**config.mk**
```make
export PLATFORM = sky130hd
export DESIGN_NAME = dfpScaleb96
export DESIGN_NICKNAME = d
export VERILOG_FILES = /design/src/dfpEncodingPkg.sv /design/src/dfpInternalPkg.sv /design/src/dfpUnpackedIf.sv /design/src/dfpUnpack96.sv /design/src/dfpScaleCore.sv /design/src/dfpPack96.sv /design/src/dfpScaleb96.sv
export SDC_FILE = /design/constraint.sdc
export NUM_CORES = 1
export LEC_CHECK = 0
export ABC_AREA = 1
export BUFFER_PORTS_ARGS = -buffer_cell sky130_fd_sc_hd__buf_2
export CORE_AREA = 2 2 153 155
export DETAILED_ROUTE_END_ITERATION = 7
export DIE_AREA = 0 0 155 157
export GPL_TIMING_DRIVEN = 1
export PLACE_DENSITY = 0.82
export SKIP_CTS_REPAIR_TIMING = 1
export SYNTH_ARGS = -nofsm -noshare
export SYNTH_HDL_FRONTEND = slang
export SYNTH_SLANG_ARGS = --single-unit
```
**constraint.sdc**
```tcl
create_clock -name clk -period 7.67 [get_ports clk]
set_input_delay 0.3835 -clock clk [delete_from_list [all_inputs] [get_ports clk]]
set_output_delay 0.3835 -clock clk [all_outputs]
set_load 0.02 [all_outputs]
```
**src/dfpEncodingPkg.sv**
```systemverilog
// Encoded 96-bit decimal floating point format: field layout, limits and DPD declet coding.
// Imported by the unpack and pack stages, which convert between this form and the record.
`default_nettype none

package dfpEncodingPkg;

	// ------------------------------
	// Format widths and limits
	// ------------------------------
	localparam int DfpWordBits = 96;
	localparam int DfpDigits = 25;
	localparam int DfpExpBits = 12;
	localparam int DfpDeclets = 8;
	localparam int DfpCoefContBits = 80;
	localparam int DfpPayloadBits = 89;

	// Stored exponents are biased, so an unbiased view subtracts this value
	localparam logic [DfpExpBits-1:0] DfpExpBias = 12'h5FF;
	// Top exponent bits 11 would collide with the 11xx combination form
	localparam logic [DfpExpBits-1:0] DfpExpMax = 12'hBFF;

	// Combination field codes reserved for specials
	localparam logic [4:0] DfpComboInf = 5'b11110;
	localparam logic [4:0] DfpComboNan = 5'b11111;

	// ------------------------------
	// Word layout
	// ------------------------------
	// Finite numbers carry two exponent bits and the leading digit in the combination field
	typedef struct packed {
		logic sign;
		logic [4:0] combo;
		logic [9:0] expCont;
		logic [DfpCoefContBits-1:0] coefCont;
	} dfpFiniteFields;

	// Specials reuse the combination field as a code, then the quiet or signalling bit
	typedef struct packed {
		logic sign;
		logic [4:0] code;
		logic signalling;
		logic [DfpPayloadBits-1:0] payload;
	} dfpSpecialFields;

	// The same 96 bits read either as a finite number or as a special
	typedef union packed {
		dfpFiniteFields finiteView;
		dfpSpecialFields specialView;
	} dfpWord;

	// ------------------------------
	// DPD declet coding
	// ------------------------------
	// One declet holds three digits; v clear means all three are small (0..7)
	function automatic logic [11:0] dpdToBcd(input logic [9:0] declet);
		logic p, q, r, s, t, u, v, w, x, y;
		logic [3:0] d2, d1, d0;
		{p, q, r, s, t, u, v, w, x, y} = declet;
		d2 = {1'b0, p, q, r};
		d1 = {1'b0, s, t, u};
		d0 = {1'b0, w, x, y};
		if (v) begin
			// Bits wx tell which digit is large, 11 defers to st for two or three
			case ({w, x})
				2'b00: d0 = {3'b100, y};
				2'b01: begin
					d1 = {3'b100, u};
					d0 = {1'b0, s, t, y};
				end
				2'b10: begin
					d2 = {3'b100, r};
					d0 = {1'b0, p, q, y};
				end
				default: begin
					case ({s, t})
						2'b00: begin
							d2 = {3'b100, r};
							d1 = {3'b100, u};
							d0 = {1'b0, p, q, y};
						end
						2'b01: begin
							d2 = {3'b100, r};
							d1 = {1'b0, p, q, u};
							d0 = {3'b100, y};
						end
						2'b10: begin
							d1 = {3'b100, u};
							d0 = {3'b100, y};
						end
						default: begin
							d2 = {3'b100, r};
							d1 = {3'b100, u};
							d0 = {3'b100, y};
						end
					endcase
				end
			endcase
		end
		return {d2, d1, d0};
	endfunction

	// Inverse of the above, selected by which of the three digits are 8 or 9
	function automatic logic [9:0] bcdToDpd(input logic [11:0] digits);
		logic a, b, c, d, e, f, g, h, i, j, k, m;
		logic [9:0] declet;
		{a, b, c, d} = digits[11:8];
		{e, f, g, h} = digits[7:4];
		{i, j, k, m} = digits[3:0];
		case ({a, e, i})
			3'b000: declet = {b, c, d, f, g, h, 1'b0, j, k, m};
			3'b001: declet = {b, c, d, f, g, h, 1'b1, 1'b0, 1'b0, m};
			3'b010: declet = {b, c, d, j, k, h, 1'b1, 1'b0, 1'b1, m};
			3'b011: declet = {b, c, d, 1'b1, 1'b0, h, 1'b1, 1'b1, 1'b1, m};
			3'b100: declet = {j, k, d, f, g, h, 1'b1, 1'b1, 1'b0, m};
			3'b101: declet = {f, g, d, 1'b0, 1'b1, h, 1'b1, 1'b1, 1'b1, m};
			3'b110: declet = {j, k, d, 1'b0, 1'b0, h, 1'b1, 1'b1, 1'b1, m};
			default: declet = {1'b0, 1'b0, d, 1'b1, 1'b1, h, 1'b1, 1'b1, 1'b1, m};
		endcase
		return declet;
	endfunction

	// Builds a finite word from sign, biased exponent and 25 BCD digits
	function automatic dfpWord encodeFinite(input logic sign, input logic [DfpExpBits-1:0] exp,
			input logic [DfpDigits*4-1:0] sig);
		dfpWord word;
		logic [3:0] lead;
		word = '0;
		lead = sig[DfpDigits*4-1 -: 4];
		word.finiteView.sign = sign;
		// Leading digit 8 or 9 needs only its low bit, so it takes the 11xx form
		if (lead[3])
			word.finiteView.combo = {2'b11, exp[DfpExpBits-1 -: 2], lead[0]};
		else
			word.finiteView.combo = {exp[DfpExpBits-1 -: 2], lead[2:0]};
		word.finiteView.expCont = exp[9:0];
		for (int n = 0; n < DfpDeclets; n++)
			word.finiteView.coefCont[n*10 +: 10] = bcdToDpd(sig[n*12 +: 12]);
		return word;
	endfunction

endpackage

`default_nettype wire

```
**src/dfpInternalPkg.sv**
```systemverilog
// Widths and codes of the unpacked record as it moves through the scaling pipeline.
`default_nettype none

package dfpInternalPkg;

	// 25 digits of four BCD bits each
	localparam int DfpSigBits = 100;

	// Signed sum of exponent and scale, with a guard bit above the 12-bit exponent
	localparam int DfpWorkExpBits = 14;

	// Scale factors beyond this magnitude already force underflow or overflow
	localparam int DfpScaleClamp = 8191;

	// ------------------------------
	// Operand kind in stage 1
	// ------------------------------
	// One code replaces the nan, snan, qnan and infinity flags between the stages
	localparam int DfpKindBits = 2;
	localparam logic [DfpKindBits-1:0] DfpKindFinite = 2'd0;
	localparam logic [DfpKindBits-1:0] DfpKindInf = 2'd1;
	localparam logic [DfpKindBits-1:0] DfpKindQnan = 2'd2;
	localparam logic [DfpKindBits-1:0] DfpKindSnan = 2'd3;

endpackage

`default_nettype wire

```
**src/dfpUnpackedIf.sv**
```systemverilog
// One unpacked decimal value passed between blocks: flags, sign, exponent and BCD digits.
`timescale 1ns/1ps
`default_nettype none

interface dfpUnpackedIf
	import dfpEncodingPkg::*, dfpInternalPkg::*;
();

	// Special-value flags; snan and qnan are only meaningful with nan
	logic nan;
	logic snan;
	logic qnan;
	logic infinity;

	logic sign;
	// Biased exponent, zero for specials
	logic [DfpExpBits-1:0] exp;
	// BCD digits, or the raw NaN payload in the low bits
	logic [DfpSigBits-1:0] sig;

	// The producing block drives every field
	modport source (
		output nan, snan, qnan, infinity, sign, exp, sig
	);

	// The consuming block only reads
	modport sink (
		input nan, snan, qnan, infinity, sign, exp, sig
	);

endinterface

`default_nettype wire

```
**src/dfpUnpack96.sv**
```systemverilog
// Combinational decode of a 96-bit DPD word into the unpacked record.
`timescale 1ns/1ps
`default_nettype none

module dfpUnpack96
	import dfpEncodingPkg::*, dfpInternalPkg::*;
(
	input dfpWord a,
	dfpUnpackedIf.source u
);

	logic [4:0] combo;
	logic [1:0] expTop;
	logic [3:0] leadDigit;
	logic isInf;
	logic isNan;

	// Combination field sits at the same bits in both views
	assign combo = a.finiteView.combo;
	assign isInf = a.specialView.code == DfpComboInf;
	assign isNan = a.specialView.code == DfpComboNan;

	// ------------------------------
	// Combination field
	// ------------------------------
	always_comb begin
		if (combo[4:3] == 2'b11) begin
			// 11xx form: exponent bits move down, leading digit is 8 or 9
			expTop = combo[2:1];
			leadDigit = {3'b100, combo[0]};
		end else begin
			expTop = combo[4:3];
			leadDigit = {1'b0, combo[2:0]};
		end
	end

	// ------------------------------
	// Record fields
	// ------------------------------
	always_comb begin
		u.sign = a.finiteView.sign;
		u.nan = isNan;
		u.snan = isNan && a.specialView.signalling;
		u.qnan = isNan && !a.specialView.signalling;
		u.infinity = isInf;
		u.exp = '0;
		u.sig = '0;
		if (isNan) begin
			// Payload travels untouched so non-canonical declets survive
			u.sig[DfpPayloadBits-1:0] = a.specialView.payload;
		end else if (!isInf) begin
			u.exp = {expTop, a.finiteView.expCont};
			u.sig[DfpSigBits-1 -: 4] = leadDigit;
			// Declet 0 holds the three least significant digits
			for (int i = 0; i < DfpDeclets; i++)
				u.sig[i*12 +: 12] = dpdToBcd(a.finiteView.coefCont[i*10 +: 10]);
		end
	end

endmodule

`default_nettype wire

```
**src/dfpScaleCore.sv**
```systemverilog
// Two-stage exponent adjustment for scaleb: stage 1 adds the clamped scale, stage 2
// resolves NaN, infinity, underflow and overflow. Both stages advance only with ce.
`timescale 1ns/1ps
`default_nettype none

module dfpScaleCore
	import dfpEncodingPkg::*, dfpInternalPkg::*;
(
	input logic clk,
	input logic reset,
	input logic ce,
	input logic signed [31:0] b,
	dfpUnpackedIf.sink src,
	dfpUnpackedIf.source dst
);

	logic signed [31:0] bClamped;
	logic signed [DfpWorkExpBits:0] sumWide;
	logic signed [DfpWorkExpBits-1:0] sumSat;
	logic [DfpKindBits-1:0] kindIn;

	// Stage 1 registers
	logic [DfpKindBits-1:0] kind1;
	logic sign1;
	logic [DfpExpBits-1:0] exp1;
	logic signed [DfpWorkExpBits-1:0] sum1;
	logic [DfpSigBits-1:0] sig1;

	// Stage 2 registers
	logic nan2;
	logic snan2;
	logic qnan2;
	logic inf2;
	logic sign2;
	logic [DfpExpBits-1:0] exp2;
	logic [DfpSigBits-1:0] sig2;

	// ------------------------------
	// Stage 1
	// ------------------------------
	// Beyond the clamp every result is already pinned to zero or infinity
	always_comb begin
		if (b > DfpScaleClamp)
			bClamped = DfpScaleClamp;
		else if (b < -DfpScaleClamp)
			bClamped = -DfpScaleClamp;
		else
			bClamped = b;
	end

	// Add one bit wider, since exponent plus the full clamp can pass the working range
	assign sumWide = $signed({{(DfpWorkExpBits + 1 - DfpExpBits){1'b0}}, src.exp})
		+ $signed(bClamped[DfpWorkExpBits:0]);

	// Only the positive side can overflow; pinning it still reads as overflow later
	always_comb begin
		if (sumWide[DfpWorkExpBits] == sumWide[DfpWorkExpBits-1])
			sumSat = sumWide[DfpWorkExpBits-1:0];
		else
			sumSat = {1'b0, {(DfpWorkExpBits - 1){1'b1}}};
	end

	// Fold the flags into one kind code
	always_comb begin
		if (src.nan)
			kindIn = src.snan ? DfpKindSnan : DfpKindQnan;
		else if (src.infinity)
			kindIn = DfpKindInf;
		else
			kindIn = DfpKindFinite;
	end

	always_ff @(posedge clk) begin
		if (reset) begin
			kind1 <= DfpKindFinite;
			sign1 <= 1'b0;
			exp1 <= '0;
			sum1 <= '0;
			sig1 <= '0;
		end else if (ce) begin
			kind1 <= kindIn;
			sign1 <= src.sign;
			exp1 <= src.exp;
			sum1 <= sumSat;
			sig1 <= src.sig;
		end
	end

	// ------------------------------
	// Stage 2
	// ------------------------------
	always_ff @(posedge clk) begin
		if (reset) begin
			nan2 <= 1'b0;
			snan2 <= 1'b0;
			qnan2 <= 1'b0;
			inf2 <= 1'b0;
			sign2 <= 1'b0;
			exp2 <= '0;
			sig2 <= '0;
		end else if (ce) begin
			nan2 <= 1'b0;
			snan2 <= 1'b0;
			qnan2 <= 1'b0;
			inf2 <= 1'b0;
			sign2 <= sign1;
			exp2 <= exp1;
			sig2 <= sig1;
			case (kind1)
				// NaN keeps exponent and payload as they came in
				DfpKindQnan, DfpKindSnan: begin
					nan2 <= 1'b1;
					snan2 <= kind1 == DfpKindSnan;
					qnan2 <= kind1 == DfpKindQnan;
				end
				DfpKindInf: begin
					inf2 <= 1'b1;
					exp2 <= DfpExpMax;
					sig2 <= '0;
				end
				default: begin
					if (sum1[DfpWorkExpBits-1]) begin
						// Underflow limits the exponent, the digits are not shifted
						exp2 <= '0;
					end else if (sum1 > $signed({{(DfpWorkExpBits - DfpExpBits){1'b0}},
							DfpExpMax})) begin
						inf2 <= 1'b1;
						exp2 <= DfpExpMax;
						sig2 <= '0;
					end else begin
						exp2 <= sum1[DfpExpBits-1:0];
					end
				end
			endcase
		end
	end

	assign dst.nan = nan2;
	assign dst.snan = snan2;
	assign dst.qnan = qnan2;
	assign dst.infinity = inf2;
	assign dst.sign = sign2;
	assign dst.exp = exp2;
	assign dst.sig = sig2;

	// The kind fold would hide a NaN that also claims infinity or both NaN kinds
	assert property (@(posedge clk) disable iff (reset) !(src.nan && src.infinity))
		else $error("NaN and infinity both set at the core input");
	assert property (@(posedge clk) disable iff (reset)
		!(src.snan && src.qnan) && ((src.snan || src.qnan) == src.nan))
		else $error("NaN kind flags inconsistent at the core input");

endmodule

`default_nettype wire

```
**src/dfpPack96.sv**
```systemverilog
// Combinational encode of the unpacked record back into a 96-bit DPD word.
`timescale 1ns/1ps
`default_nettype none

module dfpPack96
	import dfpEncodingPkg::*;
(
	dfpUnpackedIf.sink u,
	output dfpWord o
);

	logic digitsValid;

	// ------------------------------
	// Word assembly
	// ------------------------------
	always_comb begin
		o = '0;
		if (u.nan) begin
			o.specialView.sign = u.sign;
			o.specialView.code = DfpComboNan;
			// Quiet or signalling kind goes back into the bit after the code
			o.specialView.signalling = u.snan;
			o.specialView.payload = u.sig[DfpPayloadBits-1:0];
		end else if (u.infinity) begin
			// Infinity carries no payload
			o.specialView.sign = u.sign;
			o.specialView.code = DfpComboInf;
		end else begin
			o = encodeFinite(u.sign, u.exp, u.sig);
		end
	end

	// ------------------------------
	// Digit check
	// ------------------------------
	// Any digit above 9 would encode to a declet that decodes differently
	always_comb begin
		digitsValid = 1'b1;
		for (int i = 0; i < DfpDigits; i++) begin
			if (u.sig[i*4 +: 4] > 4'd9)
				digitsValid = 1'b0;
		end
	end

	// Finite digits come from the unpack decode through the core unchanged
	always_comb begin
		assert #0 (u.nan || u.infinity || digitsValid)
			else $error("Finite coefficient holds a digit above 9");
	end

endmodule

`default_nettype wire

```
**src/dfpScaleb96.sv**
```systemverilog
// Top level of the scaleb unit: o = a * 10**b for 96-bit decimal floating point.
// Two ce-gated pipeline stages between a, b and o.
`timescale 1ns/1ps
`default_nettype none

module dfpScaleb96
	import dfpEncodingPkg::*;
(
	input logic clk,
	input logic reset,
	input logic ce,
	input logic [DfpWordBits-1:0] a,
	input logic signed [31:0] b,
	output logic [DfpWordBits-1:0] o
);

	// Decoded operand into the core, and the scaled record out of it
	dfpUnpackedIf unpackBus ();
	dfpUnpackedIf scaledBus ();

	// Decode is purely combinational
	dfpUnpack96 u_dfpUnpack96 (
		.a (a),
		.u (unpackBus.source)
	);

	// Both pipeline stages live here
	dfpScaleCore u_dfpScaleCore (
		.clk   (clk),
		.reset (reset),
		.ce    (ce),
		.b     (b),
		.src   (unpackBus.sink),
		.dst   (scaledBus.source)
	);

	// Output follows stage 2 without a further register
	dfpPack96 u_dfpPack96 (
		.u (scaledBus.sink),
		.o (o)
	);

endmodule

`default_nettype wire

```
==> results by group <==
Timing
  – Max-slew headroom: 22.8%
  – Unrepaired setup endpoints after global routing: no
  – Hold Fails Final Rpt: 0
  – Setup Skew: 0.00776 ns
  – Highest attainable clock frequency: 264 MHz
  – Final period util: 49.4%
  – Total count of max-transition violations in the final report: 0
  – Worst-Margin Slew: 1.16 ns
  – Final setup violation count: 0
  – Post-Route Setup TNS: 0 ns
  – Period minus WS final: 3.79 ns

Synthesis
  – Number of synthesis warnings: 0
  – Synth Cell Area: 0.0134 mm²
  – Most common library cells after synthesis: nand2_1 (558), dfxtp_1 (245), inv_1 (239)
  – Synthesized area divided by synthesized cell count: 6.57 µm²
  – Arithmetic-cell share of the synthesized area counting full adders, half adders and majority gates: 1.36%
  – Mapped Cells: 2,037
  – Async set-reset flop share out of synthesis: 0%
  – Post-synth top area share: 36.6%
  – Fraction of the mapped netlist area in simple logic gates: 25.7%
  – Dominant combinational cell family by area after synthesis: simple AND/OR/NAND/NOR gates
  – Compound-gate portion of the synthesized area: 24.7%
  – Most used flip-flop cell after synthesis: dfxtp_1
  – Synthesized flop and latch total: 245
  – Library cells used by synthesis: 49
  – Proportion of synthesized area in mux cells: 0%
  – Cell accounting for the most synthesized area: dfxtp_1
  – Net count after synthesis: 2,182
  – Most repeated cell in the gate-level netlist after synthesis: nand2_1
  – Parity-gate share of the synthesized area counting xor and xnor cells: 0.131%
  – Proportion of synthesized chip area in sequential cells: 36.6%
  – Top post-synthesis cells by area: dfxtp_1 (37%), nand2_1 (16%), a21oi_1 (7.3%)
  – Number of synthesized flops with an enable pin: 0

Floorplan
  – Die X-Extent: 155 µm
  – Row cnt: 55
  – Number of top-level pins: 227
  – Starting density of the core: 59.5%
  – Die H: 157 µm
  – Core outline area: 0.0225 mm²
  – Total Die Area: 0.0243 mm²

Layout
  – Area taken by multi-input logic gates: 0.00697 mm²
  – Post-route cell area: 0.0153 mm²
  – Total number of nets in the final design: 2,318
  – Layout overhead on the synthesized area: 13.9%
  – Layout filler cell count: 1,990
  – FF+latch area: 0.00490 mm²
  – Fraction of layout instances using a drive strength above 1: 13.4%

CTS
  – Level count of the clock H-tree: 1
  – Number of CTS-inserted buffers: 24
  – CTS clk-pin slew, worst paths: 0.07 ns
  – Clock latency on the worst-skew pair: 0.51 ns
  – Root buffer selected by CTS: clkbuf_16
  – Clock sink count: 245
  – TritonCTS clock tree: yes
  – Clock buffer depth: 3

Run
  – Max-cap violation count: 0

GRT
  – Via count of the first global-routing pass: 13,100
  – Initial antenna violation count: 14
  – Total Routing Usage GR: 34.9%
  – Largest net degree at the start of global routing: 105
  – Total congestion overflow: 0
  – Wire length of the first global-routing pass: 68,900 µm

Critical path
  – Biggest fanout along the worst timing path: 41
  – Kind of capture point of the worst setup path: flop
  – Worst endpoint data arrival time: 4.20 ns
  – Launching element type of the critical path: input port
  – Setup CP Type: input port to flop
  – Crit path required time: 8.07 ns

Routing
  – Wirelength, routed: 43,900 µm
  – Number of routed nets with antenna violations: 0
  – Residual DRC count: 0
  – Number of optimization iterations in the first detailed-route pass: 7
  – Detail-routed net length per standard cell: 17.6 µm
  – Total number of vias: 14,900
  – DR iter-0 viols: 1,821
  – Vias per cell: 5.98

Placed design
  – Post-place instance area: 0.0144 mm²
  – Hpwl dp: 31,000 µm
  – GP Congestion: 1.00
  – Port bufs: 226

Outcome
  – Result of the run: finished, final reports clean

Pwr
  – Leak Pwr: 6.87 nW
  – Power per unit of standard cell area: 208 mW/mm²
  – Worst supply voltage drop on vdd: 0.159 mV

Worst hold path
  – Path category of the worst min-delay check: input port to flop
==> layer usage <==
metal	track usage, %	routed length, µm
met1	51.9	18900
met2	50.5	18200
met3	7.54	5660
met4	9.88	1090
met5	0	39
==> power by group <==
group | internal, mW | switching [mW] | leakage, nW
clock network | 0.736 | 0.503 | 0.410
logic | 0.170 | 0.361 | 4.45
registers | 1.34 | 0.0595 | 2.01
total | 2.25 | 0.924 | 6.87
==> layout make-up <==
type	instances	area share [%]
Timing Repair Buffer	235	8.02
Multi-Input combinational cell	1421	45.7
Sequential cell	245	32.2
Clock buffer	31	4.51
Clock inverter	12	0.968
Tap cell	285	2.34
Inverter	246	6.09
Antenna cell	12	0.197
==> path summary, 6_finish.rpt <==
| check | from | to | slack [ns] | cells after the start |
|---|---|---|---|---|
| setup / recovery | a[93] | u_dfpScaleCore.sum1[8] | 3.88 | 22 |
| hold / removal | a[95] | u_dfpScaleCore.sign1 | 0.10 | 3 |
| setup reg to reg | u_dfpScaleCore.sum1[13] | u_dfpScaleCore.dst.sig[86] | 5.18 | 7 |
| hold reg to reg | u_dfpScaleCore.dst.sig[0] | u_dfpScaleCore.dst.sig[0] | 0.47 | 2 |
==> registers in the layout (all words and copies together), names as in the netlist <==
name                         count
u_dfpScaleCore.dst.exp          12
u_dfpScaleCore.dst.infinity      1
u_dfpScaleCore.dst.nan           1
u_dfpScaleCore.dst.sig         100
u_dfpScaleCore.dst.sign          1
u_dfpScaleCore.dst.snan          1
u_dfpScaleCore.exp1             12
u_dfpScaleCore.kind1             2
u_dfpScaleCore.sig1            100
u_dfpScaleCore.sign1             1
u_dfpScaleCore.sum1             14
==> logic make-up (layout without fill, tap and decap cells) <==
family / count (synthesis) / count (layout)
simple gates: 849 / 849
fa+ha+maj: 14 / 14
buf+inv: 371 / 524
xor+xnor: 2 / 2
compound gates: 556 / 556
flops: 245 / 245
other cells: 0 / 12
==> cells in the final DEF (no fill, tap or decap), types with 12 or more instances in the layout <==
cell	synthesis	routed
a31oi_1	33	33
nand2_1	558	558
o221ai_1	33	33
a22oi_1	15	15
a21oi_1	195	195
inv_1	239	237
a221oi_1	12	12
buf_2	31	224
o21ai_0	151	151
nand3_1	119	119
dfxtp_1	245	245
o22ai_1	38	38
ha_1	13	13
nor3_1	19	19
diode_2	0	12
nor2_1	133	131
o211ai_1	35	35
clkbuf_16	0	25
==> worst max-delay path, cell delays in order <==
cell and delay [ns]:
buf_2 0.11, nand2_2 0.11, nor2_8 0.34, inv_2 0.42, nand2_1 0.21, inv_1 0.06
ha_1 0.36, a21oi_1 0.21, nand2_1 0.15, nand3_1 0.10, nand3_1 0.11, nand2_1 0.09
nand2_1 0.07, a21oi_1 0.12, nor2_1 0.06, ha_1 0.26, nor2_1 0.34, inv_1 0.25
a21oi_1 0.17, o21ai_0 0.10, o211ai_1 0.09, inv_1 0.06
==> metrics by stage <==
step           power [mW]  util, %  worst slack, ns  cells  hold slack, ns
5_1_grt              3.29     67.7             3.47   2482           0.131
3_5_place_dp         1.94     63.8             3.47   2431           0.454
3_3_place_gp         1.93     63.8             3.57   2431           0.447
2_1_floorplan        1.77        -             4.18   2037           0.435
4_1_cts              3.16     67.5             3.97   2474           0.106
6_report             3.17     67.8             3.88   2487           0.102
Note: power is estimated with default switching activity, not from simulation.
